[src/rv_core_defines.svh]
`ifndef RV_CORE_DEFINES_SVH
`define RV_CORE_DEFINES_SVH

// datapath width.
`define RV_XLEN 64

// architectural registers, 5-bit addresses.
`define RV_NREGS 32

// input queue entries.
// upstream holds this many credits after reset.
`define RV_IQ_DEPTH 4

// result credits held by the core after reset.
`define RV_OUT_CREDITS 2

`endif
[src/rv_instr_queue.sv]
`default_nettype none

`include "rv_core_defines.svh"

module rv_instr_queue (
  input  logic        clk,
  input  logic        arst_n,
  input  logic        in_valid,
  input  logic [31:0] in_instr,
  input  logic        pop,
  output logic [31:0] head_instr,
  output logic        not_empty,
  output logic        in_credit
);

  localparam int PW = $clog2(`RV_IQ_DEPTH);
  localparam int CW = PW + 1;

  logic [31:0]   mem [`RV_IQ_DEPTH];
  logic [PW-1:0] wr_ptr;
  logic [PW-1:0] rd_ptr;
  logic [CW-1:0] count;
  logic          full;

  assign full       = count == CW'(`RV_IQ_DEPTH);
  assign not_empty  = count != '0;
  assign head_instr = mem[rd_ptr];

  // one credit back upstream for every entry freed.
  assign in_credit = pop;

  always_ff @(posedge clk or negedge arst_n) begin
    if (!arst_n) begin
      wr_ptr <= '0;
      rd_ptr <= '0;
      count  <= '0;
    end else begin
      if (in_valid) begin
        wr_ptr <= wr_ptr + 1'b1;
      end
      if (pop) begin
        rd_ptr <= rd_ptr + 1'b1;
      end
      count <= count + CW'(in_valid) - CW'(pop);
    end
  end

  always_ff @(posedge clk) begin
    if (in_valid) begin
      mem[wr_ptr] <= in_instr;
    end
  end

  // sender spent a credit it did not hold.
  no_push_full: assert property (
    @(posedge clk) disable iff (!arst_n)
    !(in_valid && full)
  ) else $error("instruction pushed into a full queue");

  no_pop_empty: assert property (
    @(posedge clk) disable iff (!arst_n)
    !(pop && !not_empty)
  ) else $error("pop from an empty queue");

endmodule

`default_nettype wire

[config.mk]
export PLATFORM = sky130hd
export DESIGN_NAME = rv_instr_queue
export DESIGN_NICKNAME = d
export VERILOG_FILES = /design/src/rv_instr_queue.sv
export VERILOG_INCLUDE_DIRS = /design/src
export SDC_FILE = /design/constraint.sdc
export NUM_CORES = 1
export LEC_CHECK = 0
export BUFFER_PORTS_ARGS = -buffer_cell sky130_fd_sc_hd__buf_2
export CAP_MARGIN = 40
export CORE_AREA = 2 2 95 97
export DETAILED_ROUTE_END_ITERATION = 10
export DIE_AREA = 0 0 97 99
export HOLD_SLACK_MARGIN = 0.03
export PLACE_DENSITY = 0.82
export RECOVER_POWER = 25
export SYNTH_ARGS = -nofsm -noshare
export SYNTH_HDL_FRONTEND = slang
export SYNTH_SLANG_ARGS = --single-unit
[constraint.sdc]
create_clock -name clk -period 3.9 [get_ports clk]
set_input_delay 0.195 -clock clk [delete_from_list [all_inputs] [get_ports clk]]
set_output_delay 0.195 -clock clk [all_outputs]
set_load 0.005 [all_outputs]
==> results.toml <==
[outcome]
status = "finished clean"

[synth]
synth_seq_area_share_pct = 79.5
ys_warn_count = 0
ys_ff_latch = 135
syn_area_sq_um = 5060
synthDistinctLibCells = 18
syn_inst = 202
syn-num-nets = 245
synth.avg_cell_area_sq_um = 25.0

[hold_path]
hold_class = "in -> async"

[layout]
drive_above_1_share_pct = 34.6
final_nets = 365
mostFrequentLayoutCells = "edfxtp_1 (128), buf_2 (49), dlygate4sd3_1 (35), mux4_2 (28), clkbuf_1 (22)"
fillers = 452
final_common_cell = "edfxtp_1"
antenna_cells = 0
utilization_pct = 75.8
syn2layout_area_growth_pct = 28.2
stdcell_count = 443

[global_route]
grt_pass1_wl_microns = 15100
grt_usage_pct = 22.1
antenna_found_initial = 0
grt-ovfl-total = 0
grt_max_degree = 26
grt_pass1_vias = 2660

[drt]
drcViolationCount = 0
drt_iter0_drc = 115
wl_met3_microns = 408
routed_wl_microns = 9970
wl_met1_microns = 3850
top_layer = "met4"
postRouteAntennaNets = 0
vias = 2499
dr.pass1.iters = 4
wl_per_cell_microns = 22.5
avgViaCountPerCell = 5.64
routed-wl-met2_microns = 5470

[sta]
post-route-min-period_ns = 2.64
period_share_pct = 67.8
hold_violations = 0
setup_tns_ns = 0
slew_violations = 0
fin_worst_skew_ns = 0.00901
fmax_mhz = 378
worst_pin_slew_ns = 0.652
setup_viol = 0
layout_setup_ws_ns = 1.26
rsz0062_at_grt = "no"
timing.slew.headroom_pct = 56.5

[power_and_ir_drop]
peakVddDrop_mv = 0.403
p_leak_nw = 2.29
power.density_nw_per_um2 = 751

[placement]
place_congestion = 0.663
port_buffers = 69
dp.final_hpwl_microns = 5120
post-place-ws_ns = 1.74
dp.cells = 376

[clock_network]
cts_setup_buffers = 0
cts_resized = 0
root_buffer = "clkbuf_8"
numCtsBuffers = 17
clk_path_buf_depth = 2
hold_buffers = 35
clkLatencyLatePin_ns = 0.51
tritoncts = "yes"
clk_pin_slew_ns = 0.06
cts_num_sinks = 135
h-tree-depth = 4

[worst_setup_path]
crit_path_end_kind = "output pin"
critPathLaunchType = "flop"
cp_data_required_time_ns = 3.70
path_class = "reg -> out"
cp.arrival_ns = 2.45
path_max_fanout = 18

[floorplanning]
ios = 70
die_h_microns = 99
dieArea_sq_um = 9600
initial_core_util_pct = 59.1
core-area_sq_um = 8550
dieWidth_microns = 97
rows = 34

[flow_run]
drv_cap = 0
==> worst max-delay path, stage by stage (launching register included) <==
cell     delay [ns]
dfrtp_2        0.73
buf_4          0.45
mux4_2         0.60
buf_2          0.15
==> layout make-up <==
cell class	count	area [sq um]	area share (%)
sequential	135	4020	62.0
multi-input combinational	52	923	14.2
timing repair buffer	110	781	12.0
clock buffer	19	422	6.50
clock inverter	13	179	2.76
tap	108	135	2.08
inverter	6	22.5	0.347
==> power by group <==
part,leakage (nW),internal [mW],switching (mW)
Combinational,0.750,0.634,0.544
Sequential,1.26,1.91,0.171
Clock,0.287,1.03,0.575
==> Yosys cell counts <==
master      n  area share (%)
and2_1      4            0.49
xnor2_1     3            0.52
dfrtp_1     7             3.5
clkbuf_1    1           0.074
buf_12      3             1.2
fa_1        1            0.40
buf_6       1            0.22
ha_1        6             1.5
nand2_1     2            0.15
edfxtp_1  128              76
o21ai_0     1           0.099
xor2_1      2            0.35
mux4_2     28              12
inv_1       6            0.45
buf_2       3            0.30
buf_4       1            0.15
mux4_1      4             2.1
or3_1       1            0.12
==> layer usage <==
layer  GRT usage (%)  vias up
met5               0        -
met4            9.32        0
met3            5.53       16
li1                -     1085
met1            26.7     1307
met2            38.5       91
==> flip-flops by register name, summed over array words and instances (netlist names) <==
signal  flops
count       3
mem       128
rd_ptr      2
wr_ptr      2
==> stage by stage <==
step / instance area [sq um] / power [mW] / hold slack [ns]
finish: 6480 / 4.87 / 0.136
global route: 6480 / 5.05 / 0.171
CTS: 6510 / 4.90 / 0.0380
detailed placement: 5560 / 3.24 / 0.0424
global placement: 5460 / 3.14 / 0.0363
floorplan: 5060 / 2.81 / -0.101
==> cell families (layout without fill, tap and decap cells) <==
| group | count (synthesis) | count (layout) | share of synthesized area (%) |
|---|---|---|---|
| AOI/OAI and AO/OA | 1 | 1 | 0.0989 |
| xor gates and xnor gates | 5 | 5 | 0.866 |
| adders and majority gates | 7 | 7 | 1.88 |
| buffers and inverters | 15 | 148 | 2.37 |
| DFF | 135 | 135 | 79.5 |
| muxes | 32 | 32 | 14.5 |
| and+or+nand+nor | 7 | 7 | 0.767 |
==> worst paths after layout <==
check | from | to | slack [ns] | cells past startpoint
max | rd_ptr[0]$_DFFE_PN0P_ | head_instr[11] | 1.26 | 3
min | arst_n | count[0]$_DFF_PN0_ | 0.14 | 2
max reg2reg | count[0]$_DFF_PN0_ | count[2]$_DFF_PN0_ | 2.23 | 7
min reg2reg | wr_ptr[0]$_DFFE_PN0P_ | wr_ptr[0]$_DFFE_PN0P_ | 0.56 | 1
max in group asynchronous | arst_n | rd_ptr[0]$_DFFE_PN0P_ | 3.45 | 2
min in group clk | in_instr[24] | mem[2][24]$_DFFE_PP_ | 0.45 | 2
No activity file was read; power rests on OpenSTA's default activity.
