## src/rv_core_defines.svh

```systemverilog
`ifndef RV_CORE_DEFINES_SVH
`define RV_CORE_DEFINES_SVH

// datapath width.
`define RV_XLEN 64

// architectural registers, 5-bit addresses.
`define RV_NREGS 32

// input queue entries.
// upstream holds this many credits after reset.
`define RV_IQ_DEPTH 4

// result credits held by the core after reset.
`define RV_OUT_CREDITS 2

`endif
```

## src/rv_regfile.sv

```systemverilog
`default_nettype none

`include "rv_core_defines.svh"

module rv_regfile (
  input  logic                clk,
  input  logic                arst_n,
  input  logic                we,
  input  logic [4:0]          waddr,
  input  logic [`RV_XLEN-1:0] wdata,
  input  logic [4:0]          raddr1,
  input  logic [4:0]          raddr2,
  output logic [`RV_XLEN-1:0] rdata1,
  output logic [`RV_XLEN-1:0] rdata2
);

  logic [`RV_XLEN-1:0] regs [`RV_NREGS];

  // x0 is never written, so it keeps its reset value.
  always_ff @(posedge clk or negedge arst_n) begin
    if (!arst_n) begin
      for (int i = 0; i < `RV_NREGS; i++) begin
        regs[i] <= '0;
      end
    end else if (we && (waddr != 5'd0)) begin
      regs[waddr] <= wdata;
    end
  end

  // combinational reads.
  assign rdata1 = regs[raddr1];
  assign rdata2 = regs[raddr2];

  // x0 must read zero no matter what was written.
  x0_zero: assert property (
    @(posedge clk) disable iff (!arst_n)
    regs[0] == '0
  ) else $error("x0 holds a nonzero value");

endmodule

`default_nettype wire

```

## config.mk

```make
export PLATFORM = sky130hd
export DESIGN_NAME = rv_regfile
export DESIGN_NICKNAME = d
export VERILOG_FILES = /design/src/rv_regfile.sv
export VERILOG_INCLUDE_DIRS = /design/src
export SDC_FILE = /design/constraint.sdc
export NUM_CORES = 2
export LEC_CHECK = 0
export BUFFER_PORTS_ARGS = -buffer_cell sky130_fd_sc_hd__clkbuf_2
export CAP_MARGIN = 20
export CELL_PAD_IN_SITES_DETAIL_PLACEMENT = 0
export CELL_PAD_IN_SITES_GLOBAL_PLACEMENT = 1
export CORE_ASPECT_RATIO = 2
export CORE_MARGIN = 10
export CORE_UTILIZATION = 45
export CTS_BUF_LIST = sky130_fd_sc_hd__clkbuf_4 sky130_fd_sc_hd__clkbuf_8
export CTS_CLUSTER_DIAMETER = 60
export CTS_CLUSTER_SIZE = 40
export DETAILED_ROUTE_END_ITERATION = 8
export PLACE_DENSITY_LB_ADDON = 0.1
export SETUP_SLACK_MARGIN = 0.4
export SLEW_MARGIN = 20
export SYNTH_ARGS = -nofsm -noshare
export SYNTH_HDL_FRONTEND = slang
export SYNTH_SLANG_ARGS = --single-unit
```

## constraint.sdc

```tcl
create_clock -name clk -period 2.3 [get_ports clk]
set_input_delay 0.115 -clock clk [delete_from_list [all_inputs] [get_ports clk]]
set_output_delay 0.115 -clock clk [all_outputs]
set_load 0.05 [all_outputs]
```

==> reports/metrics.csv <==
metric,value,unit
WL final,365000,um
clock latency on the worst-skew pair,0.95,ns
VDD IR max,0.665,mV
CP Max Fanout,3,
CORE AREA,0.239,mm2
max-cap violation count,0,
worst path cell trace,mux4_2 -> mux4_2 -> mux2_4 -> clkbuf_16,
NumNets Final,6973,
Syn Inst Count,6512,
reg2reg path depth,3,
worst slew pin tran,1.04,ns
clock tree buffer depth,4,
DR vias/cell,6.45,
synth unique cells,30,
hold crit path type,input port to flip-flop,
starting density of the core,45.1,%
Die H,712,um
RD Place Congestion,0.808,
max reg flops,2048,
Clock Sinks,2048,
minimum clock period,3.06,ns
"most used cell, CP",mux4_2,
Largest Register,regs,
crit start category,flip-flop,
f_max,0.327,GHz
Setup WS post-layout,-0.757,ns
crit path kind,flip-flop to primary output,
CP bufs+invs,1,
"Reg clk slew, reported paths",0.15,ns
status,"finished, violations left",
Final ANT Viol Nets,0,
"most common cell after layout, fill and taps aside",dfrtp_1,
grt total ovfl,0,
hold path start,waddr[0],
initial antenna violation count,14,
sequential element share of the synthesized area,47.6,%
Seq cells post-synth,2048,
1st-iter DRT viols,4810,
row cnt,254,
area grow syn2layout,17.2,%
RSZ-0062 raised after global routing,yes,
I/O pins,210,
IO buf count,209,
skew final,0,ns
Leakage,54.3,nW
crit share post-route,133,%
Worst EP required,2.18,ns
post-detail-place hpwl,240000,um
Slowest Stage Delay on Critical Path,0.53,ns
Mean Syn Cell Area,16.5,um2
Total GRT Usage,27.7,%
Place WS,-0.284,ns
slowest CP cell,mux4_2,
relative max-transition margin,30.2,%
Die Width,366,um
CTS Buf Count,140,
DRC,0,
first-pass GRT wire length,531000,um
r2r endpoint,regs[1123]$_DFFE_PN0P_,
Mapped Area,0.108,mm2
detailed-route via count,65800,
Slew Limit Fails,0,
TritonRoute pass-1 iters,5,
Routed wire per std cell,35.8,um
Setup crit end kind,primary output,
Crit path max-delay family,multiplexers,
post-synth net total,6594,
FF-to-FF setup slack,1.26,ns
leading registers by flop count,regs: 2048 flops,
Die ar.,0.260,mm2
Yosys warnings,0,
violated checks,setup timing,
reg2reg start,regs[1123]$_DFFE_PN0P_,
"commonest non-fill, non-tap cells in the layout","dfrtp_1, mux2_2, mux4_2",
share of layout cells above drive strength 1,66.4,%
# H-tree levels,4,
CTS tree,yes,
largest net degree at the start of global routing,134,
vias in the first global route,71800,
Arrival @ worst endpoint,2.94,ns
Hold EP,regs[268]$_DFFE_PN0P_,
Min-Delay Path Depth,6,
Root Buffer,clkbuf_8,
final hold vios,0,
Setup Viol. Count Final,128,
PwrDens,778,mW/mm2
setup TNS,-76.95,ns
-- synthesized netlist by cell type, drive strengths merged --
| cell type | number | area [um2] |
|---|---|---|
| nand2 | 20 | 75.1 |
| a22o | 9 | 78.8 |
| nand3 | 6 | 30.0 |
| a211oi | 3 | 22.5 |
| dfrtp | 2048 | 51200 |
| nand4 | 2 | 12.5 |
| a221o | 26 | 260 |
| o22a | 3 | 26.3 |
| clkbuf | 487 | 1830 |
| nor3 | 4 | 40.0 |
| and3 | 6 | 37.5 |
| and2 | 3 | 18.8 |
| mux2 | 2151 | 24200 |
| nor2b | 20 | 125 |
| o31ai | 3 | 22.5 |
| buf | 286 | 1490 |
| nor3b | 1 | 7.51 |
| inv | 1 | 3.75 |
| nand2b | 5 | 31.3 |
| a211o | 9 | 78.8 |
| o22ai | 60 | 375 |
| a221oi | 34 | 298 |
| nor2 | 27 | 101 |
| a21oi | 9 | 45.0 |
| mux4 | 1145 | 25800 |
| mux2i | 144 | 1440 |
-- power breakdown --
group          total, W  switching (W)  internal, W
logic            0.0284         0.0114       0.0170
clock network    0.0218         0.0137      0.00814
registers        0.0481        0.00531       0.0428
total            0.0983         0.0304       0.0679
-- kinds of logic after synthesis --
kind of cell	synth area share [%]
compound gates	1.12
flops	47.6
mux	47.8
simple gates	0.445
buf+inv	3.08
-- final cells by class --
class                   count  area, um2
multi-input cells        3690      55100
well taps                3200       4000
clock inverters            79       1000
clock buffers             166       2220
fillers                 19500     112000
diodes                      7       17.5
repair buffers           1010      12600
flip-flops and latches   2048      51200
inverters                   1       6.26
-- per-stage QoR --
| step | power (W) | cell area, um2 | std cells | hold slack, ns | util (%) |
|---|---|---|---|---|---|
| after floorplan | 0.0662 | 110000 | 6512 | -0.181 | - |
| after global placement | 0.0737 | 119000 | 9770 | -0.0279 | 49.9 |
| after detailed placement | 0.0746 | 119000 | 9770 | -0.0293 | 49.9 |
| after CTS | 0.0985 | 125000 | 10100 | 0.0123 | 52.6 |
| after global routing | 0.103 | 126000 | 10200 | 0.00747 | 52.9 |
| final | 0.0983 | 126000 | 10200 | 0.0241 | 52.9 |
-- layer usage --
metal	routed length, um	global-route usage, %	part of all wire (%)
met5	74	0	0.020
met2	189000	48.4	52
met4	16400	10.8	4.5
met1	145000	35.1	40
met3	14700	3.07	4.0
-- worst register-to-register path: stages, from the launching register on --
cell     delay, ns
dfrtp_1       0.43
buf_4         0.15
buf_4         0.13
mux2_2        0.25
-- what timing repair did --
item / CTS / global route
hold buffers: 74 / 2
resized for setup: 380 / 144
hold endpoints to repair: 4032 / 53
pin swaps: 28 / 15
setup endpoints to repair: 128 / 243
gates cloned: 0 / 2
setup buffers: 53 / 50
-- worst max-delay path by stage --
stage / startpoint / to / slack (ns) / cells past startpoint
2_1_floorplan: raddr1[0] / rdata1[10] / 0.36 / 6
3_3_place_gp: raddr1[0] / rdata1[34] / -0.32 / 9
3_5_place_dp: raddr2[0] / rdata2[30] / -0.28 / 9
4_1_cts: regs[525]$_DFFE_PN0P_ / rdata2[13] / -0.84 / 4
5_1_grt: regs[147]$_DFFE_PN0P_ / rdata2[19] / -0.83 / 4
6_report: regs[147]$_DFFE_PN0P_ / rdata2[19] / -0.76 / 4
Note: power is estimated with default switching activity, not from simulation.
