### config.mk
export PLATFORM = sky130hd
export DESIGN_NAME = rv_decoder
export DESIGN_NICKNAME = d
export VERILOG_FILES = /design/src/rv_core_pkg.sv /design/src/rv_decoder.sv
export VERILOG_INCLUDE_DIRS = /design/src
export SDC_FILE = /design/constraint.sdc
export NUM_CORES = 1
export LEC_CHECK = 0
export BUFFER_PORTS_ARGS = -buffer_cell sky130_fd_sc_hd__buf_2
export CORE_MARGIN = 2
export CORE_UTILIZATION = 35
export DETAILED_ROUTE_END_ITERATION = 10
export MAX_ROUTING_LAYER = met4
export PLACE_DENSITY_LB_ADDON = 0.3
export SLEW_MARGIN = 20
export SYNTH_ARGS = -nofsm -noshare
export SYNTH_HDL_FRONTEND = slang
export SYNTH_SLANG_ARGS = --single-unit
### constraint.sdc
create_clock -name vclk -period 3.15
set_input_delay 0.63 -clock vclk [all_inputs]
set_output_delay 0.63 -clock vclk [all_outputs]
set_load 0.02 [all_outputs]
### src/rv_core_defines.svh
`ifndef RV_CORE_DEFINES_SVH
`define RV_CORE_DEFINES_SVH

// datapath width.
`define RV_XLEN 64

// architectural registers, 5-bit addresses.
`define RV_NREGS 32

// input queue entries.
// upstream holds this many credits after reset.
`define RV_IQ_DEPTH 4

// result credits held by the core after reset.
`define RV_OUT_CREDITS 2

`endif
### src/rv_core_pkg.sv
`default_nettype none

`include "rv_core_defines.svh"

package rv_core_pkg;

  // major opcodes, low 7 bits of the instruction word.
  typedef enum logic [6:0] {
    opc_op     = 7'b0110011,
    opc_op_imm = 7'b0010011,
    opc_lui    = 7'b0110111
  } opcode_e;

  typedef enum logic [3:0] {
    alu_add,
    alu_sub,
    alu_sll,
    alu_slt,
    alu_sltu,
    alu_xor,
    alu_srl,
    alu_sra,
    alu_or,
    alu_and,
    alu_pass_b
  } alu_op_e;

  typedef struct packed {
    alu_op_e             alu_op;
    logic [4:0]          rs1;
    logic [4:0]          rs2;
    logic [4:0]          rd;
    logic [`RV_XLEN-1:0] imm;
    logic                use_imm;
    logic                we;
    logic                illegal;
  } decoded_t;

  // record handed to the downstream consumer.
  typedef struct packed {
    logic [4:0]          rd;
    logic [`RV_XLEN-1:0] value;
    logic                illegal;
  } result_t;

endpackage

`default_nettype wire

### src/rv_decoder.sv
`default_nettype none

`include "rv_core_defines.svh"

module rv_decoder (
  input  logic [31:0]           instr,
  output rv_core_pkg::decoded_t dec
);

  import rv_core_pkg::*;

  opcode_e             opc;
  logic [2:0]          funct3;
  logic [6:0]          funct7;
  logic [`RV_XLEN-1:0] imm_i;
  logic [`RV_XLEN-1:0] imm_u;

  assign opc    = opcode_e'(instr[6:0]);
  assign funct3 = instr[14:12];
  assign funct7 = instr[31:25];
  assign imm_i  = {{(`RV_XLEN-12){instr[31]}}, instr[31:20]};
  assign imm_u  = {{(`RV_XLEN-32){instr[31]}}, instr[31:12], 12'b0};

  always_comb begin
    dec         = '0;
    dec.rs1     = instr[19:15];
    dec.rs2     = instr[24:20];
    dec.rd      = instr[11:7];
    dec.alu_op  = alu_add;
    dec.we      = 1'b1;
    case (opc)
      opc_op: begin
        case ({funct7, funct3})
          10'b0000000_000: dec.alu_op = alu_add;
          10'b0100000_000: dec.alu_op = alu_sub;
          10'b0000000_001: dec.alu_op = alu_sll;
          10'b0000000_010: dec.alu_op = alu_slt;
          10'b0000000_011: dec.alu_op = alu_sltu;
          10'b0000000_100: dec.alu_op = alu_xor;
          10'b0000000_101: dec.alu_op = alu_srl;
          10'b0100000_101: dec.alu_op = alu_sra;
          10'b0000000_110: dec.alu_op = alu_or;
          10'b0000000_111: dec.alu_op = alu_and;
          default:         dec.illegal = 1'b1;
        endcase
      end
      opc_op_imm: begin
        dec.imm     = imm_i;
        dec.use_imm = 1'b1;
        case (funct3)
          3'b000: dec.alu_op = alu_add;
          3'b010: dec.alu_op = alu_slt;
          3'b011: dec.alu_op = alu_sltu;
          3'b100: dec.alu_op = alu_xor;
          3'b110: dec.alu_op = alu_or;
          3'b111: dec.alu_op = alu_and;
          // shifts take imm[5:0]; the upper six bits pick the kind.
          3'b001: begin
            if (instr[31:26] == 6'b000000) dec.alu_op = alu_sll;
            else dec.illegal = 1'b1;
          end
          default: begin
            if (instr[31:26] == 6'b000000) dec.alu_op = alu_srl;
            else if (instr[31:26] == 6'b010000) dec.alu_op = alu_sra;
            else dec.illegal = 1'b1;
          end
        endcase
      end
      opc_lui: begin
        dec.imm     = imm_u;
        dec.use_imm = 1'b1;
        dec.alu_op  = alu_pass_b;
      end
      default: dec.illegal = 1'b1;
    endcase
    // illegal words must not touch the register file.
    if (dec.illegal) begin
      dec.we = 1'b0;
    end
  end

endmodule

`default_nettype wire

==> reports/metrics.csv <==
metric,value,unit
synth-xor-area-share,0.01728,
rows,19,
drive_above_1_share,0.6186,
wirelength,2511,µm
drtIter0Drc,52,
slew_viol_final,0,
holdPathEnd,dec[67],
post-route-period-util,0.8118,
path_max_fanout,33,
fmax,0.3911,GHz
slew_headroom,0.7824,
postSynthAreaPerCell,7.344,µm²
drtPass1Iterations,4,
worstMarginPinSlew,0.3246,ns
globalRouteMet2Util,0.2468,
ioPinCount,118,
grt_pass1_wl,3836,µm
p_leak,0.0009391,µW
maxCapViolations,0,
yosys.area_share.adder,0,
vdd_drop_max,0.05732,mV
io_buffers,108,
start_util,0.3675,
wire_per_inst,11.16,µm
grt.busiest_layer,met2,
core,2758,µm²
fin_tns_setup,0,ns
gr-total-overflow,0,
seq_cells,0,
finalHoldViolCount,0,
synth_top_family_by_area,buffers and inverters,
power_density,76.46,nW/µm²
hpwl,2163,µm
drc_errors,0,
whs_path_depth,0,
cts_hold_buffers,0,
dpl_worst_slack,0.5643,ns
grt_use_total,0.1391,
syn_nets,170,
synthCells,138,
post_cts_resized,0,
ys_seq_area_frac,0,
cp-start-kind,input pin,
die_area,3342,µm²
area_growth,18.76,%
nClkBuffers,0,
yosys_warnings,0,
grt_setup_unrepaired,false,
fin_nets,228,
cts_setup_buffers,0,
ant_nets,0,
grt_pass1_vias,852,
grt_start_max_net_pins,34,
setup_violations,0,
min_path_type,input pin to output pin,
synthMuxAreaShare,0,
cp.arrival,1.93,ns
grt_use_met1,0.1846,
synth_compound_area_frac,0.2630,
seqCellArea,0,µm²
gp_congestion,0.8265,
crit_type,input pin to output pin,
worst_slack,0.5929,ns
min_from,instr[7],
n_antenna_cell,0,
status,finished clean,
required,2.52,ns
synthSimpleGateAreaFrac,0.2877,
die_h,57.81,µm
endpoint_kind,output pin,
fp.dieW,57.81,µm
yosysUniqueCellTypes,37,
via_per_inst,4.627,
netlist_area,1013,µm²
fillers,309,
fin_crit,2.557,ns
use_met3,0.008929,
vias,1041,
antenna_found_initial,0,
## logic make-up after synthesis
| group | count (synthesis) |
|---|---|
| xor+xnor | 2 |
| simple gates | 40 |
| compound gates | 36 |
| buf+inv | 60 |
## how the worst max path moves through the flow
stage | start | to | slack [ns] | depth (start not counted)
final | instr[6] | dec[63] | 0.59 | 7
after global routing | instr[6] | dec[34] | 0.46 | 7
after detailed placement | instr[6] | dec[49] | 0.56 | 7
after floorplan | instr[6] | dec[35] | 0.19 | 5
after global placement | instr[6] | dec[37] | 0.57 | 7
after CTS | instr[6] | dec[49] | 0.56 | 7
## metrics by stage
step	util	hold slack [ns]	cell area, µm²	std cells	total power, µW
floorplan	-	1.373	1013	138	77.03
global placement	0.4365	1.260	1204	225	92.34
detailed placement	0.4365	1.260	1204	225	92.75
CTS	0.4365	1.260	1204	225	93.00
global route	0.4365	1.260	1204	225	101.2
finish	0.4365	1.260	1204	225	92.03
## routing by layer
| metal | routed length, µm | share of wire | vias up |
|---|---|---|---|
| met3 | 233 | 0.093 | 0 |
| met4 | 0 | 0 | 0 |
| met2 | 1231 | 0.49 | 55 |
| met1 | 1045 | 0.42 | 445 |
| li1 | - | - | 541 |
| met5 | 0 | 0 | - |
## power by group
part           switching [µW]  internal (µW)
registers                   0              0
clock network               0              0
logic                    56.5           35.6
## cell usage in the layout (no fill, tap or decap), drive strengths merged, types with 2 or more instances in the layout
cell type	netlist	final
a211oi	2	2
a21o	19	19
a31oi	2	2
and2	12	12
buf	57	113
inv	3	3
nand2	3	3
nand2b	4	4
nand3	2	2
nor2	5	5
nor3	4	4
nor3b	2	2
nor4	3	3
o21a	2	2
o21ai	4	4
## cells in the mapped netlist (all sizes together), types with 2 or more instances
library cell	count	share of area
a31oi	2	0.012
o21ai	4	0.020
nor4	3	0.048
nor2	5	0.026
nand3	2	0.0099
a21o	19	0.14
nand2b	4	0.025
buf	57	0.42
nor3b	2	0.020
and2	12	0.074
o21a	2	0.015
a211oi	2	0.015
nor3	4	0.025
nand2	3	0.011
inv	3	0.011
## worst max-delay path, stage by stage
cell and delay (ns):
buf_2 0.09, nand4b_4 0.21, nor4_4 0.25, buf_4 0.20
o21a_1 0.11, buf_4 0.23, buf_2 0.21
## final cells by class
class | count | area (µm²) | area share
Inverter | 3 | 11.26 | 0.009356
Timing Repair Buffer | 113 | 578.1 | 0.4803
Multi-Input combinational cell | 78 | 575.6 | 0.4782
Tap cell | 31 | 38.79 | 0.03222
No activity file was read; power rests on OpenSTA's default activity.
