## src/rv_core_defines.svh

```systemverilog
`ifndef RV_CORE_DEFINES_SVH
`define RV_CORE_DEFINES_SVH

// datapath width.
`define RV_XLEN 64

// architectural registers, 5-bit addresses.
`define RV_NREGS 32

// input queue entries.
// upstream holds this many credits after reset.
`define RV_IQ_DEPTH 4

// result credits held by the core after reset.
`define RV_OUT_CREDITS 2

`endif
```

## src/rv_core_pkg.sv

```systemverilog
`default_nettype none

`include "rv_core_defines.svh"

package rv_core_pkg;

  // major opcodes, low 7 bits of the instruction word.
  typedef enum logic [6:0] {
    opc_op     = 7'b0110011,
    opc_op_imm = 7'b0010011,
    opc_lui    = 7'b0110111
  } opcode_e;

  typedef enum logic [3:0] {
    alu_add,
    alu_sub,
    alu_sll,
    alu_slt,
    alu_sltu,
    alu_xor,
    alu_srl,
    alu_sra,
    alu_or,
    alu_and,
    alu_pass_b
  } alu_op_e;

  typedef struct packed {
    alu_op_e             alu_op;
    logic [4:0]          rs1;
    logic [4:0]          rs2;
    logic [4:0]          rd;
    logic [`RV_XLEN-1:0] imm;
    logic                use_imm;
    logic                we;
    logic                illegal;
  } decoded_t;

  // record handed to the downstream consumer.
  typedef struct packed {
    logic [4:0]          rd;
    logic [`RV_XLEN-1:0] value;
    logic                illegal;
  } result_t;

endpackage

`default_nettype wire

```

## src/rv_writeback_stage.sv

```systemverilog
`default_nettype none

`include "rv_core_defines.svh"

module rv_writeback_stage (
  input  logic                  clk,
  input  logic                  arst_n,
  input  logic                  not_empty,
  input  rv_core_pkg::decoded_t dec,
  input  logic [`RV_XLEN-1:0]   alu_y,
  input  logic                  res_credit,
  output logic                  pop,
  output logic                  rf_we,
  output logic                  res_valid,
  output rv_core_pkg::result_t  res
);

  import rv_core_pkg::*;

  localparam int CW = $clog2(`RV_OUT_CREDITS + 1);

  logic [CW-1:0] credits;

  // issue only when a result slot is free downstream.
  assign pop   = not_empty && (credits != '0);
  assign rf_we = pop && dec.we && !dec.illegal;

  // a send and a returned credit may land on the same edge.
  always_ff @(posedge clk or negedge arst_n) begin
    if (!arst_n) begin
      credits   <= CW'(`RV_OUT_CREDITS);
      res_valid <= 1'b0;
    end else begin
      credits   <= credits + CW'(res_credit) - CW'(pop);
      res_valid <= pop;
    end
  end

  always_ff @(posedge clk) begin
    if (pop) begin
      res.rd      <= dec.rd;
      res.value   <= alu_y;
      res.illegal <= dec.illegal;
    end
  end

  // downstream returned more credits than it was given.
  credit_bound: assert property (
    @(posedge clk) disable iff (!arst_n)
    credits <= CW'(`RV_OUT_CREDITS)
  ) else $error("result credit counter above its initial value");

endmodule

`default_nettype wire

```

## config.mk

```make
export PLATFORM = sky130hd
export DESIGN_NAME = rv_writeback_stage
export DESIGN_NICKNAME = d
export VERILOG_FILES = /design/src/rv_core_pkg.sv /design/src/rv_writeback_stage.sv
export VERILOG_INCLUDE_DIRS = /design/src
export SDC_FILE = /design/constraint.sdc
export NUM_CORES = 1
export LEC_CHECK = 0
export ABC_CLOCK_PERIOD_IN_PS = 9400
export BUFFER_PORTS_ARGS = -buffer_cell sky130_fd_sc_hd__buf_2
export CELL_PAD_IN_SITES_DETAIL_PLACEMENT = 1
export CELL_PAD_IN_SITES_GLOBAL_PLACEMENT = 1
export CORE_MARGIN = 2
export CORE_UTILIZATION = 28
export CTS_CLUSTER_DIAMETER = 30
export DETAILED_ROUTE_END_ITERATION = 12
export PLACE_DENSITY = 0.92
export SLEW_MARGIN = 40
export SYNTH_ARGS = -nofsm -noshare
export SYNTH_HDL_FRONTEND = slang
export SYNTH_SLANG_ARGS = --single-unit
```

## constraint.sdc

```tcl
create_clock -name clk -period 9.4 [get_ports clk]
set_input_delay 1.88 -clock clk [delete_from_list [all_inputs] [get_ports clk]]
set_output_delay 1.88 -clock clk [all_outputs]
set_load 0.05 [all_outputs]
```

==> results of run 1 <==
flip-flops by register name, summed over array words and instances, names as in the netlist:
register and cells:
res 70, credits 2, res_valid 1
per-layer routing:
| metal | wire length [um] | part of all wire [%] | GRT usage, % | vias to the layer above |
|---|---|---|---|---|
| met1 | 2070 | 39 | 14.1 | 665 |
| li1 | - | - | - | 642 |
| met3 | 633 | 12 | 5.48 | 11 |
| met2 | 2450 | 47 | 18.0 | 102 |
| met5 | 0 | 0 | 0 | - |
| met4 | 85 | 1.6 | 5.43 | 0 |
worst max-delay path by stage:
stage	slack (ns)	startpoint	cells past startpoint	end
final	4.62	not_empty	5	pop
after global routing	4.52	not_empty	5	pop
after CTS	4.60	not_empty	5	pop
after detailed placement	4.60	not_empty	5	pop
after global placement	4.62	not_empty	5	pop
after floorplan	2.06	not_empty	2	pop
logic make-up (layout without fill, tap and decap cells):
group                      after synthesis  after routing  share of synthesized area [%]
adders and majority gates                1              1                          0.556
AOI/OAI and AO/OA                        1              1                          0.390
muxes                                    1              1                          0.445
buffers and inverters                    1            165                          0.167
xor gates and xnor gates                 1              1                          0.390
DFF                                     73             73                           96.9
and+or+nand+nor                          4              4                           1.17
per-stage QoR:
stage / power, mW / instances / cell area, um2
6_report: 1.03 / 348 / 3370
5_1_grt: 1.07 / 348 / 3370
4_1_cts: 1.04 / 348 / 3370
3_5_place_dp: 0.756 / 333 / 3130
3_3_place_gp: 0.751 / 333 / 3130
2_1_floorplan: 0.681 / 82 / 2250
critical path: stages:
cell and delay [ns]:
sky130_fd_sc_hd__buf_2 0.10, sky130_fd_sc_hd__inv_2 0.06, sky130_fd_sc_hd__nor2_4 0.09, sky130_fd_sc_hd__buf_4 0.39, sky130_fd_sc_hd__buf_2 0.35
Yosys cell counts:
library cell	count	area [um2]
sky130_fd_sc_hd__mux2i_1	1	10.0
sky130_fd_sc_hd__nor2_1	2	7.51
sky130_fd_sc_hd__ha_1	1	12.5
sky130_fd_sc_hd__o21ai_2	1	8.76
sky130_fd_sc_hd__edfxtp_1	70	2100
sky130_fd_sc_hd__inv_2	1	3.75
sky130_fd_sc_hd__nand2_1	1	3.75
sky130_fd_sc_hd__xnor2_1	1	8.76
sky130_fd_sc_hd__dfstp_2	1	26.3
sky130_fd_sc_hd__nor4b_2	1	15.0
sky130_fd_sc_hd__dfrtp_1	2	50.1
layout make-up:
cell class              instances  area share [%]
multi-input cells               8            2.19
clock buffers                   9            3.68
repair buffers                149            22.3
clock inverters                 6            3.20
well taps                     102            3.79
inverters                       1           0.112
flip-flops and latches         73            64.7
where the power goes:
part | switching, mW | internal [mW]
logic | 0.244 | 0.0529
clock network | 0.107 | 0.174
registers | 0.0167 | 0.432
total | 0.367 | 0.659
==> tab_implementation.tex, run 1 <==
\begin{tabular}{lr}
\hline
Metric & Value \\
\hline
\multicolumn{2}{l}{\textbf{Detailed routing}} \\
\quad Number of violations reported at the end of detailed-routing iteration 0 & just over 50 \\
\quad Remaining antenna violation count & 0 \\
\quad Detailed-route DRC error count & 0 \\
\quad Via-per-instance ratio & 4.08 \\
\quad First drt pass iteration count & 4 \\
\quad Mean routed wirelength per cell & around 15 um \\
\quad Overall routed net length & between 5000 and 6000 um \\
\quad Total via count after detailed routing & $\sim$1.4k \\
\multicolumn{2}{l}{\textbf{CTS}} \\
\quad Total CTS buffers & 9 \\
\quad Buffers inserted by post-CTS timing repair & 0 \\
\quad Resized Gates After CTS & 0 \\
\quad Total number of H-tree levels & 3 \\
\quad Hold-fix buffers at CTS & 0 \\
\quad Clock latency on the worst-skew pair & 0.33 ns \\
\quad Clock root buffer & sky130\_fd\_sc\_hd\_\_clkbuf\_8 \\
\quad TritonCTS clock tree & yes \\
\quad Clock Tree Buf Depth & 2 \\
\quad CTS clock-pin slew for the worst setup and hold paths & around 0.070 ns \\
\quad Total clock sinks & 73 \\
\multicolumn{2}{l}{\textbf{Flow run}} \\
\quad Max-cap check violation count & 0 \\
\multicolumn{2}{l}{\textbf{STA}} \\
\quad Setup slack after layout & between 4 and 5 ns \\
\quad Part of the cycle the worst path needs & between 50\% and 60\% \\
\quad Count of pins over their slew limit & 0 \\
\quad Worst slew pin tran & about 0.46 ns \\
\quad Number of setup violations in the final report & 0 \\
\quad Slew margin rel. & 69.3\% \\
\quad Min Hold Slack & approximately 0.5 ns \\
\quad Hold Violations, Final & 0 \\
\quad Final setup TNS & 0 ns \\
\quad Max Fclk & between 200 and 250 MHz \\
\quad RSZ-0062 raised after global routing & false \\
\quad Crit path time final & around 4.8 ns \\
\quad Layout Skew & 0.00731 ns \\
\multicolumn{2}{l}{\textbf{Final layout}} \\
\quad Ratio of cells with drive above 1 in the final layout & between 60\% and 70\% \\
\quad Nets & slightly below 400 \\
\quad Area Overhead vs Synth & 49.7\% \\
\quad Commonest cells after routing, fill and taps aside & sky130\_fd\_sc\_hd\_\_buf\_2, sky130\_fd\_sc\_hd\_\_edfxtp\_1, sky130\_fd\_sc\_hd\_\_clkbuf\_8 \\
\quad Most frequent standard cell in the layout excluding fill and tap cells & sky130\_fd\_sc\_hd\_\_buf\_2 \\
\quad Number of antenna cells inserted & 0 \\
\quad Combined area of the multi-input logic cells & approximately 74 um2 \\
\quad Fill cells & 813 \\
\quad Register area & approximately 2200 um2 \\
\quad Final core utilization & between 40\% and 50\% \\
\multicolumn{2}{l}{\textbf{Run status}} \\
\quad Status & finished clean \\
\multicolumn{2}{l}{\textbf{Worst setup path}} \\
\quad Capture instance of the worst register-to-register path & res[7]\$\_DFFE\_PP\_ \\
\quad Worst r2r src & credits[1]\$\_DFF\_PN1\_ \\
\quad Startpoint Class & input port \\
\quad Setup slack of the worst register-to-register path & 7.42 ns \\
\quad Depth of the most critical reg-to-reg path & 4 \\
\quad Worst EP required & 7.52 ns \\
\quad CP Class & in -> out \\
\quad Endpoint arrival time on the critical path & between 2 and 3 ns \\
\quad CP Max Fanout & 37 \\
\quad Type of destination of the critical path & output port \\
\multicolumn{2}{l}{\textbf{Global routing}} \\
\quad Via count of the first global-routing pass & 1,494 \\
\quad Antenna violations before repair & 0 \\
\quad Remaining global-route overflow & 0 \\
\quad GRT Overall Usage & a little under an eighth \\
\quad Global-route wire length before repair & roughly 7500 um \\
\quad Maximum number of pins on one net before global-route repair & 38 \\
\multicolumn{2}{l}{\textbf{Floorplan}} \\
\quad Effective utilization at floorplan & just under 30\% \\
\quad Core ar. & just under 8000 um2 \\
\quad Height of the die & 93.6 um \\
\quad Top-level I/O count & about 230 \\
\quad Die Footprint & just under 9000 um2 \\
\quad Std cell rows & 32 \\
\quad Die X & between 90 and 100 um \\
\multicolumn{2}{l}{\textbf{Place}} \\
\quad Final weighted congestion in routability-driven placement & $\sim$0.65 \\
\quad Pre-CTS worst setup slack & between 4 and 5 ns \\
\quad Number of buffers added on ports & approximately 150 \\
\multicolumn{2}{l}{\textbf{Pwr}} \\
\quad Worst IR Drop VDD & between 0.1 and 0.15 mV \\
\quad PD cells & 305 nW/um2 \\
\quad Static leakage & around 1.4 nW \\
\multicolumn{2}{l}{\textbf{Logic synthesis}} \\
\quad Yosys warns & 0 \\
\quad Number of standard cells after synthesis & 82 \\
\quad Yosys cell types & 11 \\
\quad Combined area of all synthesized cells & between 2000 and 2500 um2 \\
\quad Mean instance size in the synthesized netlist & $\sim$27 um2 \\
\quad Register area share after synthesis & between 90 and 100\% \\
\quad Register bit count reported by yosys & between 70 and 80 \\
\quad Nets in the synthesized netlist & 237 \\
\multicolumn{2}{l}{\textbf{Worst hold path}} \\
\quad Hold path cells & 2 \\
\quad Worst Min Path Start & credits[1]\$\_DFF\_PN1\_ \\
\quad Worst Hold Endpoint & credits[1]\$\_DFF\_PN1\_ \\
\quad Hold WC Path Type & reg -> reg \\
\hline
\end{tabular}
No activity file was read; power rests on OpenSTA's default activity.
==> inputs of run 2 (changes only) <==
--- a/config.mk
+++ b/config.mk
@@ -6,15 +6,15 @@
 export SDC_FILE = /design/constraint.sdc
 export NUM_CORES = 1
 export LEC_CHECK = 0
-export ABC_CLOCK_PERIOD_IN_PS = 9400
+export ABC_CLOCK_PERIOD_IN_PS = 3900
 export BUFFER_PORTS_ARGS = -buffer_cell sky130_fd_sc_hd__buf_2
 export CELL_PAD_IN_SITES_DETAIL_PLACEMENT = 1
 export CELL_PAD_IN_SITES_GLOBAL_PLACEMENT = 1
 export CORE_MARGIN = 2
-export CORE_UTILIZATION = 28
+export CORE_UTILIZATION = 23
 export CTS_CLUSTER_DIAMETER = 30
 export DETAILED_ROUTE_END_ITERATION = 12
-export PLACE_DENSITY = 0.92
+export PLACE_DENSITY = 0.82
 export SLEW_MARGIN = 40
 export SYNTH_ARGS = -nofsm -noshare
 export SYNTH_HDL_FRONTEND = slang
==> constraint.sdc (replaced) <==
create_clock -name clk -period 3.9 [get_ports clk]
set_input_delay 0.78 -clock clk [delete_from_list [all_inputs] [get_ports clk]]
set_output_delay 0.78 -clock clk [all_outputs]
set_load 0.05 [all_outputs]
==> run 2 against run 1 <==
Final cell count up 8.6%. Setup slack got worse by 3.0 ns. Worst hold slack worse by 0.27 ns. Clock skew is 0.0011 ns lower. Critical path depth down 1. Register-to-register slack worse by 5.2 ns. Flip-flop and latch count stayed put. Cell area down 0.63%. Routed wire length grew 6.5%. Critical path type unchanged.
==> tab_implementation.tex, run 2 (synthesis results as in run 1) <==
\begin{tabular}{lr}
\hline
Metric & Value \\
\hline
\multicolumn{2}{l}{\textbf{Run status}} \\
\quad Status & finished clean \\
\multicolumn{2}{l}{\textbf{Final layout}} \\
\quad Most frequent standard cell in the layout excluding fill and tap cells & sky130\_fd\_sc\_hd\_\_buf\_2 \\
\quad Number of antenna cells inserted & 0 \\
\quad Nets & approximately 400 \\
\quad Commonest cells after routing, fill and taps aside & sky130\_fd\_sc\_hd\_\_buf\_2, sky130\_fd\_sc\_hd\_\_edfxtp\_1, sky130\_fd\_sc\_hd\_\_clkbuf\_8 \\
\quad Register bank with the most flops & res \\
\quad Number of flip-flops under the largest register name & 70 \\
\quad Registers with the most flip-flops & res: 70 flops, credits: 2 flops, res\_valid: 1 flops \\
\quad Area Overhead vs Synth & 48.7\% \\
\quad Fill cells & about 1.1k \\
\quad Ratio of cells with drive above 1 in the final layout & 67.3\% \\
\multicolumn{2}{l}{\textbf{Pwr}} \\
\quad Internal & 1.45 mW \\
\quad PD cells & roughly 700 nW/um2 \\
\quad Fraction of power spent switching nets & between 30\% and 40\% \\
\quad Post-layout total power & 2.35 mW \\
\quad Static leakage & roughly 1.4 nW \\
\quad Worst IR Drop VDD & $\sim$0.43 mV \\
\quad Net switching power figure & slightly below 0.9 mW \\
\quad Logic pwr share & between 30\% and 40\% \\
\quad Fraction of power consumed by the clock network & between 20\% and 30\% \\
\quad Sequential fraction of design power & roughly 46\% \\
\multicolumn{2}{l}{\textbf{Detailed routing}} \\
\quad Detailed-route DRC error count & 0 \\
\quad Overall routed net length & approximately 5600 um \\
\quad Total via count after detailed routing & 1,431 \\
\quad Mean routed wirelength per cell & approximately 15 um \\
\quad Number of violations reported at the end of detailed-routing iteration 0 & 29 \\
\quad First drt pass iteration count & 4 \\
\quad Remaining antenna violation count & 0 \\
\quad Via-per-instance ratio & between 3 and 4 \\
\multicolumn{2}{l}{\textbf{Floorplan}} \\
\quad Height of the die & just over 100 um \\
\quad Std cell rows & 36 \\
\quad Effective utilization at floorplan & a little under a quarter \\
\quad Die Footprint & between 10,000 and 15,000 um2 \\
\quad Core ar. & approximately 9600 um2 \\
\quad Top-level I/O count & about 230 \\
\quad Die X & between 100 and 150 um \\
\multicolumn{2}{l}{\textbf{CTS}} \\
\quad Buffers inserted by post-CTS timing repair & 0 \\
\quad Total number of H-tree levels & 3 \\
\quad Hold-fix buffers at CTS & 0 \\
\quad Total clock sinks & 73 \\
\quad CTS clock-pin slew for the worst setup and hold paths & 0.07 ns \\
\quad Clock Tree Buf Depth & 2 \\
\quad Resized Gates After CTS & 0 \\
\quad Clock root buffer & sky130\_fd\_sc\_hd\_\_clkbuf\_8 \\
\quad Total CTS buffers & 9 \\
\quad TritonCTS clock tree & yes \\
\quad Clock latency on the worst-skew pair & $\sim$0.34 ns \\
\multicolumn{2}{l}{\textbf{Worst setup path}} \\
\quad Setup slack of the worst register-to-register path & roughly 2.2 ns \\
\quad Startpoint Class & input port \\
\quad Worst path max stage delay & 0.30 ns \\
\quad CP Max Fanout & 3 \\
\quad Slowest cell on the critical path & sky130\_fd\_sc\_hd\_\_buf\_2 \\
\quad Worst EP required & approximately 3.1 ns \\
\quad Type of destination of the critical path & output port \\
\quad Endpoint arrival time on the critical path & 1.52 ns \\
\quad CP Class & in -> out \\
\quad Depth of the most critical reg-to-reg path & 3 \\
\quad Cell breakdown of the critical path & buf\_2 > inv\_2 > nor4b\_2 > buf\_2 \\
\quad Most used cell along the critical path & sky130\_fd\_sc\_hd\_\_buf\_2 \\
\multicolumn{2}{l}{\textbf{Global routing}} \\
\quad Met1 Usage GRT & between 10\% and 20\% \\
\quad GRT met2 Usage & 16.2\% \\
\quad Antenna violations before repair & 0 \\
\quad Remaining global-route overflow & 0 \\
\quad Global-route wire length before repair & about 7700 um \\
\quad Via count of the first global-routing pass & about 1.5k \\
\quad Maximum number of pins on one net before global-route repair & between 70 and 80 \\
\quad Layer carrying the most global-route usage & met2 \\
\quad GRT Overall Usage & 10.2\% \\
\quad GRT met3 Usage & under 10\% \\
\multicolumn{2}{l}{\textbf{STA}} \\
\quad Crit path time final & $\sim$2.3 ns \\
\quad Max Fclk & $\sim$440 MHz \\
\quad Hold Violations, Final & 0 \\
\quad Worst slew pin tran & roughly 0.66 ns \\
\quad RSZ-0062 raised after global routing & false \\
\quad Part of the cycle the worst path needs & between 50 and 60\% \\
\quad Layout Skew & 0.00620 ns \\
\quad Count of pins over their slew limit & 0 \\
\quad Final setup TNS & 0 ns \\
\quad Number of setup violations in the final report & 0 \\
\quad Slew margin rel. & between 50 and 60\% \\
\multicolumn{2}{l}{\textbf{Place}} \\
\quad Number of buffers added on ports & 147 \\
\quad Final weighted congestion in routability-driven placement & 0.644 \\
\quad Detail Placement HPWL & approximately 4200 um \\
\multicolumn{2}{l}{\textbf{Flow run}} \\
\quad Max-cap check violation count & 0 \\
\multicolumn{2}{l}{\textbf{Worst hold path}} \\
\quad Hold WC Path Type & in -> async \\
\hline
\end{tabular}
-- run 2: cell count changes in the layout (fill, tap and decap cells not counted) --
cell and delta:
sky130_fd_sc_hd__clkbuf_1 +1, sky130_fd_sc_hd__buf_6 +1, sky130_fd_sc_hd__bufinv_16 -2, sky130_fd_sc_hd__clkinv_1 +1, sky130_fd_sc_hd__clkinv_4 -1, sky130_fd_sc_hd__clkinv_2 +1
sky130_fd_sc_hd__buf_4 -2
-- run 2: worst paths after layout --
check,to,startpoint
setup / recovery,rf_we,not_empty
hold reg to reg,credits[1]$_DFF_PN1_,credits[1]$_DFF_PN1_
hold / removal,res_valid$_DFF_PN0_,arst_n
max in group asynchronous,credits[1]$_DFF_PN1_,arst_n
min in group clk,credits[1]$_DFF_PN1_,credits[1]$_DFF_PN1_
setup reg to reg,res[59]$_DFFE_PP_,credits[1]$_DFF_PN1_
-- run 2: cell type report --
class	count	area, um2	area share [%]
clock buffer	10	128	3.82
clock inverter	5	47.5	1.42
inverter	1	3.75	0.112
multi-input combinational	8	73.8	2.21
sequential	73	2180	65.1
tap	133	166	4.98
timing repair buffer	148	747	22.3
-- run 2: through the flow --
stage | util (%) | setup slack [ns] | std cells | hold WS, ns | instance area, um2
after global placement | 32.8 | 1.64 | 363 | 0.481 | 3170
after detailed placement | 32.8 | 1.59 | 363 | 0.509 | 3170
final | 34.7 | 1.60 | 378 | 0.225 | 3340
after global routing | 34.7 | 1.54 | 378 | 0.196 | 3340
after CTS | 34.7 | 1.58 | 378 | 0.197 | 3340
after floorplan | - | 0.111 | 82 | 0.469 | 2250
-- run 2: critical path: cells and delay by family --
kind          cells  cell delay, ns
buf+inv           3            0.47
simple gates      1            0.26
-- run 2: power groups by stage --
stage,clock (mW),sequential [mW],combinational [mW]
final,0.553,1.08,0.718
after global routing,0.609,1.09,0.754
after CTS,0.579,1.08,0.727
after detailed placement,0,1.10,0.727
after global placement,0,1.09,0.713
after floorplan,0,1.54,0.0915
-- run 2: metal layers --
layer  share of wire (%)  vias to the layer above
li1                    -                      640
met1                  38                      683
met2                  48                       98
met3                  13                       10
met4                 1.8                        0
met5                   0                        -
==> inputs of run 3 (changes only) <==
--- a/config.mk
+++ b/config.mk
@@ -6,15 +6,15 @@
 export SDC_FILE = /design/constraint.sdc
 export NUM_CORES = 1
 export LEC_CHECK = 0
-export ABC_CLOCK_PERIOD_IN_PS = 3900
+export ABC_CLOCK_PERIOD_IN_PS = 2300
 export BUFFER_PORTS_ARGS = -buffer_cell sky130_fd_sc_hd__buf_2
 export CELL_PAD_IN_SITES_DETAIL_PLACEMENT = 1
 export CELL_PAD_IN_SITES_GLOBAL_PLACEMENT = 1
 export CORE_MARGIN = 2
-export CORE_UTILIZATION = 23
+export CORE_UTILIZATION = 26
 export CTS_CLUSTER_DIAMETER = 30
 export DETAILED_ROUTE_END_ITERATION = 12
-export PLACE_DENSITY = 0.82
+export PLACE_DENSITY = 0.87
 export SLEW_MARGIN = 40
 export SYNTH_ARGS = -nofsm -noshare
 export SYNTH_HDL_FRONTEND = slang
==> constraint.sdc (replaced) <==
create_clock -name clk -period 2.3 [get_ports clk]
set_input_delay 0.46 -clock clk [delete_from_list [all_inputs] [get_ports clk]]
set_output_delay 0.46 -clock clk [all_outputs]
set_load 0.05 [all_outputs]
==> run 3 against run 2 <==
Die area is 11% lower. Routed wire length is 0.75% lower. Cell area is 0.26% higher. Total power is 71% higher. Count of clock-buffer cells in the layout is 1 lower. Combinational power is 70% higher. Register-to-register slack worse by 1.4 ns. Global-route usage is 2.0 points higher. Critical path type is now reg -> out. Largest cell class unchanged. Largest power group unchanged.
==> tab_implementation.tex, run 3 (synthesis results as in run 1) <==
\begin{tabular}{lr}
\hline
Metric & Value \\
\hline
\multicolumn{2}{l}{\textbf{Run status}} \\
\quad Status & finished clean \\
\multicolumn{2}{l}{\textbf{CTS}} \\
\quad Clock Tree Buf Depth & 2 \\
\quad Total number of H-tree levels & 3 \\
\quad Total CTS buffers & 9 \\
\quad CTS clock-pin slew for the worst setup and hold paths & 0.08 ns \\
\quad Buffers inserted by post-CTS timing repair & 0 \\
\quad Total clock sinks & 73 \\
\quad Clock latency on the worst-skew pair & 0.34 ns \\
\quad Clock root buffer & sky130\_fd\_sc\_hd\_\_clkbuf\_8 \\
\quad TritonCTS clock tree & yes \\
\multicolumn{2}{l}{\textbf{STA}} \\
\quad Final setup TNS & 0 ns \\
\quad Count of pins over their slew limit & 0 \\
\quad Part of the cycle the worst path needs & a little under nine tenths \\
\quad Hold Violations, Final & 0 \\
\quad Crit path time final & 1.97 ns \\
\quad RSZ-0062 raised after global routing & false \\
\quad Min Hold Slack & 0.288 ns \\
\quad Layout Skew & roughly 0.010 ns \\
\quad Max Fclk & 508 MHz \\
\quad Slew margin rel. & between 70\% and 80\% \\
\quad Worst slew pin tran & approximately 0.36 ns \\
\quad Number of setup violations in the final report & 0 \\
\multicolumn{2}{l}{\textbf{Worst setup path}} \\
\quad First element of the critical path & credits[1]\$\_DFF\_PN1\_ \\
\quad Setup slack of the worst register-to-register path & roughly 0.80 ns \\
\quad Capture instance of the worst register-to-register path & res[63]\$\_DFFE\_PP\_ \\
\quad Worst r2r src & credits[1]\$\_DFF\_PN1\_ \\
\quad CP Class & reg -> out \\
\quad Startpoint Class & flop \\
\quad Depth of the most critical reg-to-reg path & 3 \\
\quad Worst EP required & about 1.8 ns \\
\quad CP Max Fanout & 3 \\
\quad Endpoint arrival time on the critical path & 1.51 ns \\
\quad Type of destination of the critical path & output port \\
\multicolumn{2}{l}{\textbf{Place}} \\
\quad Final weighted congestion in routability-driven placement & 0.687 \\
\quad Number of buffers added on ports & around 150 \\
\quad Placed cell areas & about 3100 um2 \\
\quad Detail Placement HPWL & roughly 4300 um \\
\multicolumn{2}{l}{\textbf{Floorplan}} \\
\quad Die Footprint & between 9000 and 10,000 um2 \\
\quad Top-level I/O count & 227 \\
\quad Effective utilization at floorplan & between 20 and 30\% \\
\quad Std cell rows & 33 \\
\quad Core ar. & approximately 8300 um2 \\
\quad Die X & about 97 um \\
\quad Height of the die & a little under 100 um \\
\multicolumn{2}{l}{\textbf{Pwr}} \\
\quad PD cells & between 1000 and 1500 nW/um2 \\
\quad Static leakage & $\sim$1.4 nW \\
\quad Worst IR Drop VDD & a little under 0.5 mV \\
\quad Post-layout total power & roughly 4 mW \\
\multicolumn{2}{l}{\textbf{Global routing}} \\
\quad Maximum number of pins on one net before global-route repair & 72 \\
\quad GRT Overall Usage & about an eighth \\
\quad Antenna violations before repair & 3 \\
\quad Global-route wire length before repair & 8520 um \\
\quad Via count of the first global-routing pass & 1,677 \\
\quad Remaining global-route overflow & 0 \\
\multicolumn{2}{l}{\textbf{Detailed routing}} \\
\quad Mean routed wirelength per cell & 15.6 um \\
\quad Detailed-route DRC error count & 0 \\
\quad Via-per-instance ratio & about 4.1 \\
\quad Number of violations reported at the end of detailed-routing iteration 0 & 30 \\
\quad Total via count after detailed routing & around 1.4k \\
\quad Overall routed net length & approximately 5500 um \\
\quad Remaining antenna violation count & 0 \\
\quad First drt pass iteration count & 4 \\
\multicolumn{2}{l}{\textbf{Final layout}} \\
\quad Number of flip-flops under the largest register name & 70 \\
\quad Commonest cells after routing, fill and taps aside & sky130\_fd\_sc\_hd\_\_buf\_2, sky130\_fd\_sc\_hd\_\_edfxtp\_1, sky130\_fd\_sc\_hd\_\_clkbuf\_8 \\
\quad Area of all placed cells without fillers & between 3000 and 4000 um2 \\
\quad Area Overhead vs Synth & 49.1\% \\
\quad Ratio of cells with drive above 1 in the final layout & between 60\% and 70\% \\
\quad Nets & $\sim$400 \\
\quad Register bank with the most flops & res \\
\quad Registers with the most flip-flops & res: 70 flops, credits: 2 flops, res\_valid: 1 flops \\
\quad Most frequent standard cell in the layout excluding fill and tap cells & sky130\_fd\_sc\_hd\_\_buf\_2 \\
\multicolumn{2}{l}{\textbf{Worst hold path}} \\
\quad Worst Hold Endpoint & res[12]\$\_DFFE\_PP\_ \\
\quad Hold path cells & 1 \\
\quad Worst Min Path Start & alu\_y[11] \\
\quad Hold WC Path Type & in -> reg \\
\multicolumn{2}{l}{\textbf{Flow run}} \\
\quad Max-cap check violation count & 0 \\
\hline
\end{tabular}
run 3: through the flow:
step           cells  setup slack, ns  util (%)
2_1_floorplan     82          -0.0262         -
3_3_place_gp     335            0.661      37.9
3_5_place_dp     335            0.630      37.9
4_1_cts          352            0.295      40.3
5_1_grt          352            0.256      40.3
6_report         354            0.331      40.4
run 3: cell type report:
| class | instances | area (um2) |
|---|---|---|
| sequential | 73 | 2180 |
| clock inverter | 7 | 71.3 |
| inverter | 1 | 3.75 |
| timing repair buffer | 149 | 766 |
| clock buffer | 9 | 124 |
| antenna | 2 | 5.00 |
| fill | 862 | 4950 |
| tap | 105 | 131 |
| multi-input combinational | 8 | 73.8 |
run 3: report_power, final:
part	total, mW	leakage [nW]	switching (mW)	internal, mW
logic	1.22	0.625	0.999	0.225
registers	1.83	0.701	0.0693	1.76
clock network	0.971	0.103	0.470	0.500
run 3: critical path: stages (launching register included):
cell                      delay [ns]
sky130_fd_sc_hd__dfstp_2        0.56
sky130_fd_sc_hd__nor2_1         0.09
sky130_fd_sc_hd__nor4b_2        0.23
sky130_fd_sc_hd__buf_2          0.30
run 3: timing repair:
item | CTS | global route
hold buffers | 1 | 0
hold endpoints to repair | 2 | 0
resized for setup | 0 | 0
run 3: per-layer routing:
layer | GRT usage, % | routed length [um] | up-vias
met3 | 7.88 | 818 | 6
li1 | - | - | 648
met1 | 12.3 | 2020 | 680
met2 | 19.9 | 2650 | 103
met5 | 0 | 13 | -
met4 | 5.20 | 26 | 2
run 3: worst max path at each step:
stage                     cells after the start    end
after floorplan                               2    pop
after global placement                        4  rf_we
after detailed placement                      4  rf_we
after CTS                                     3  rf_we
after global routing                          3  rf_we
final                                         3  rf_we
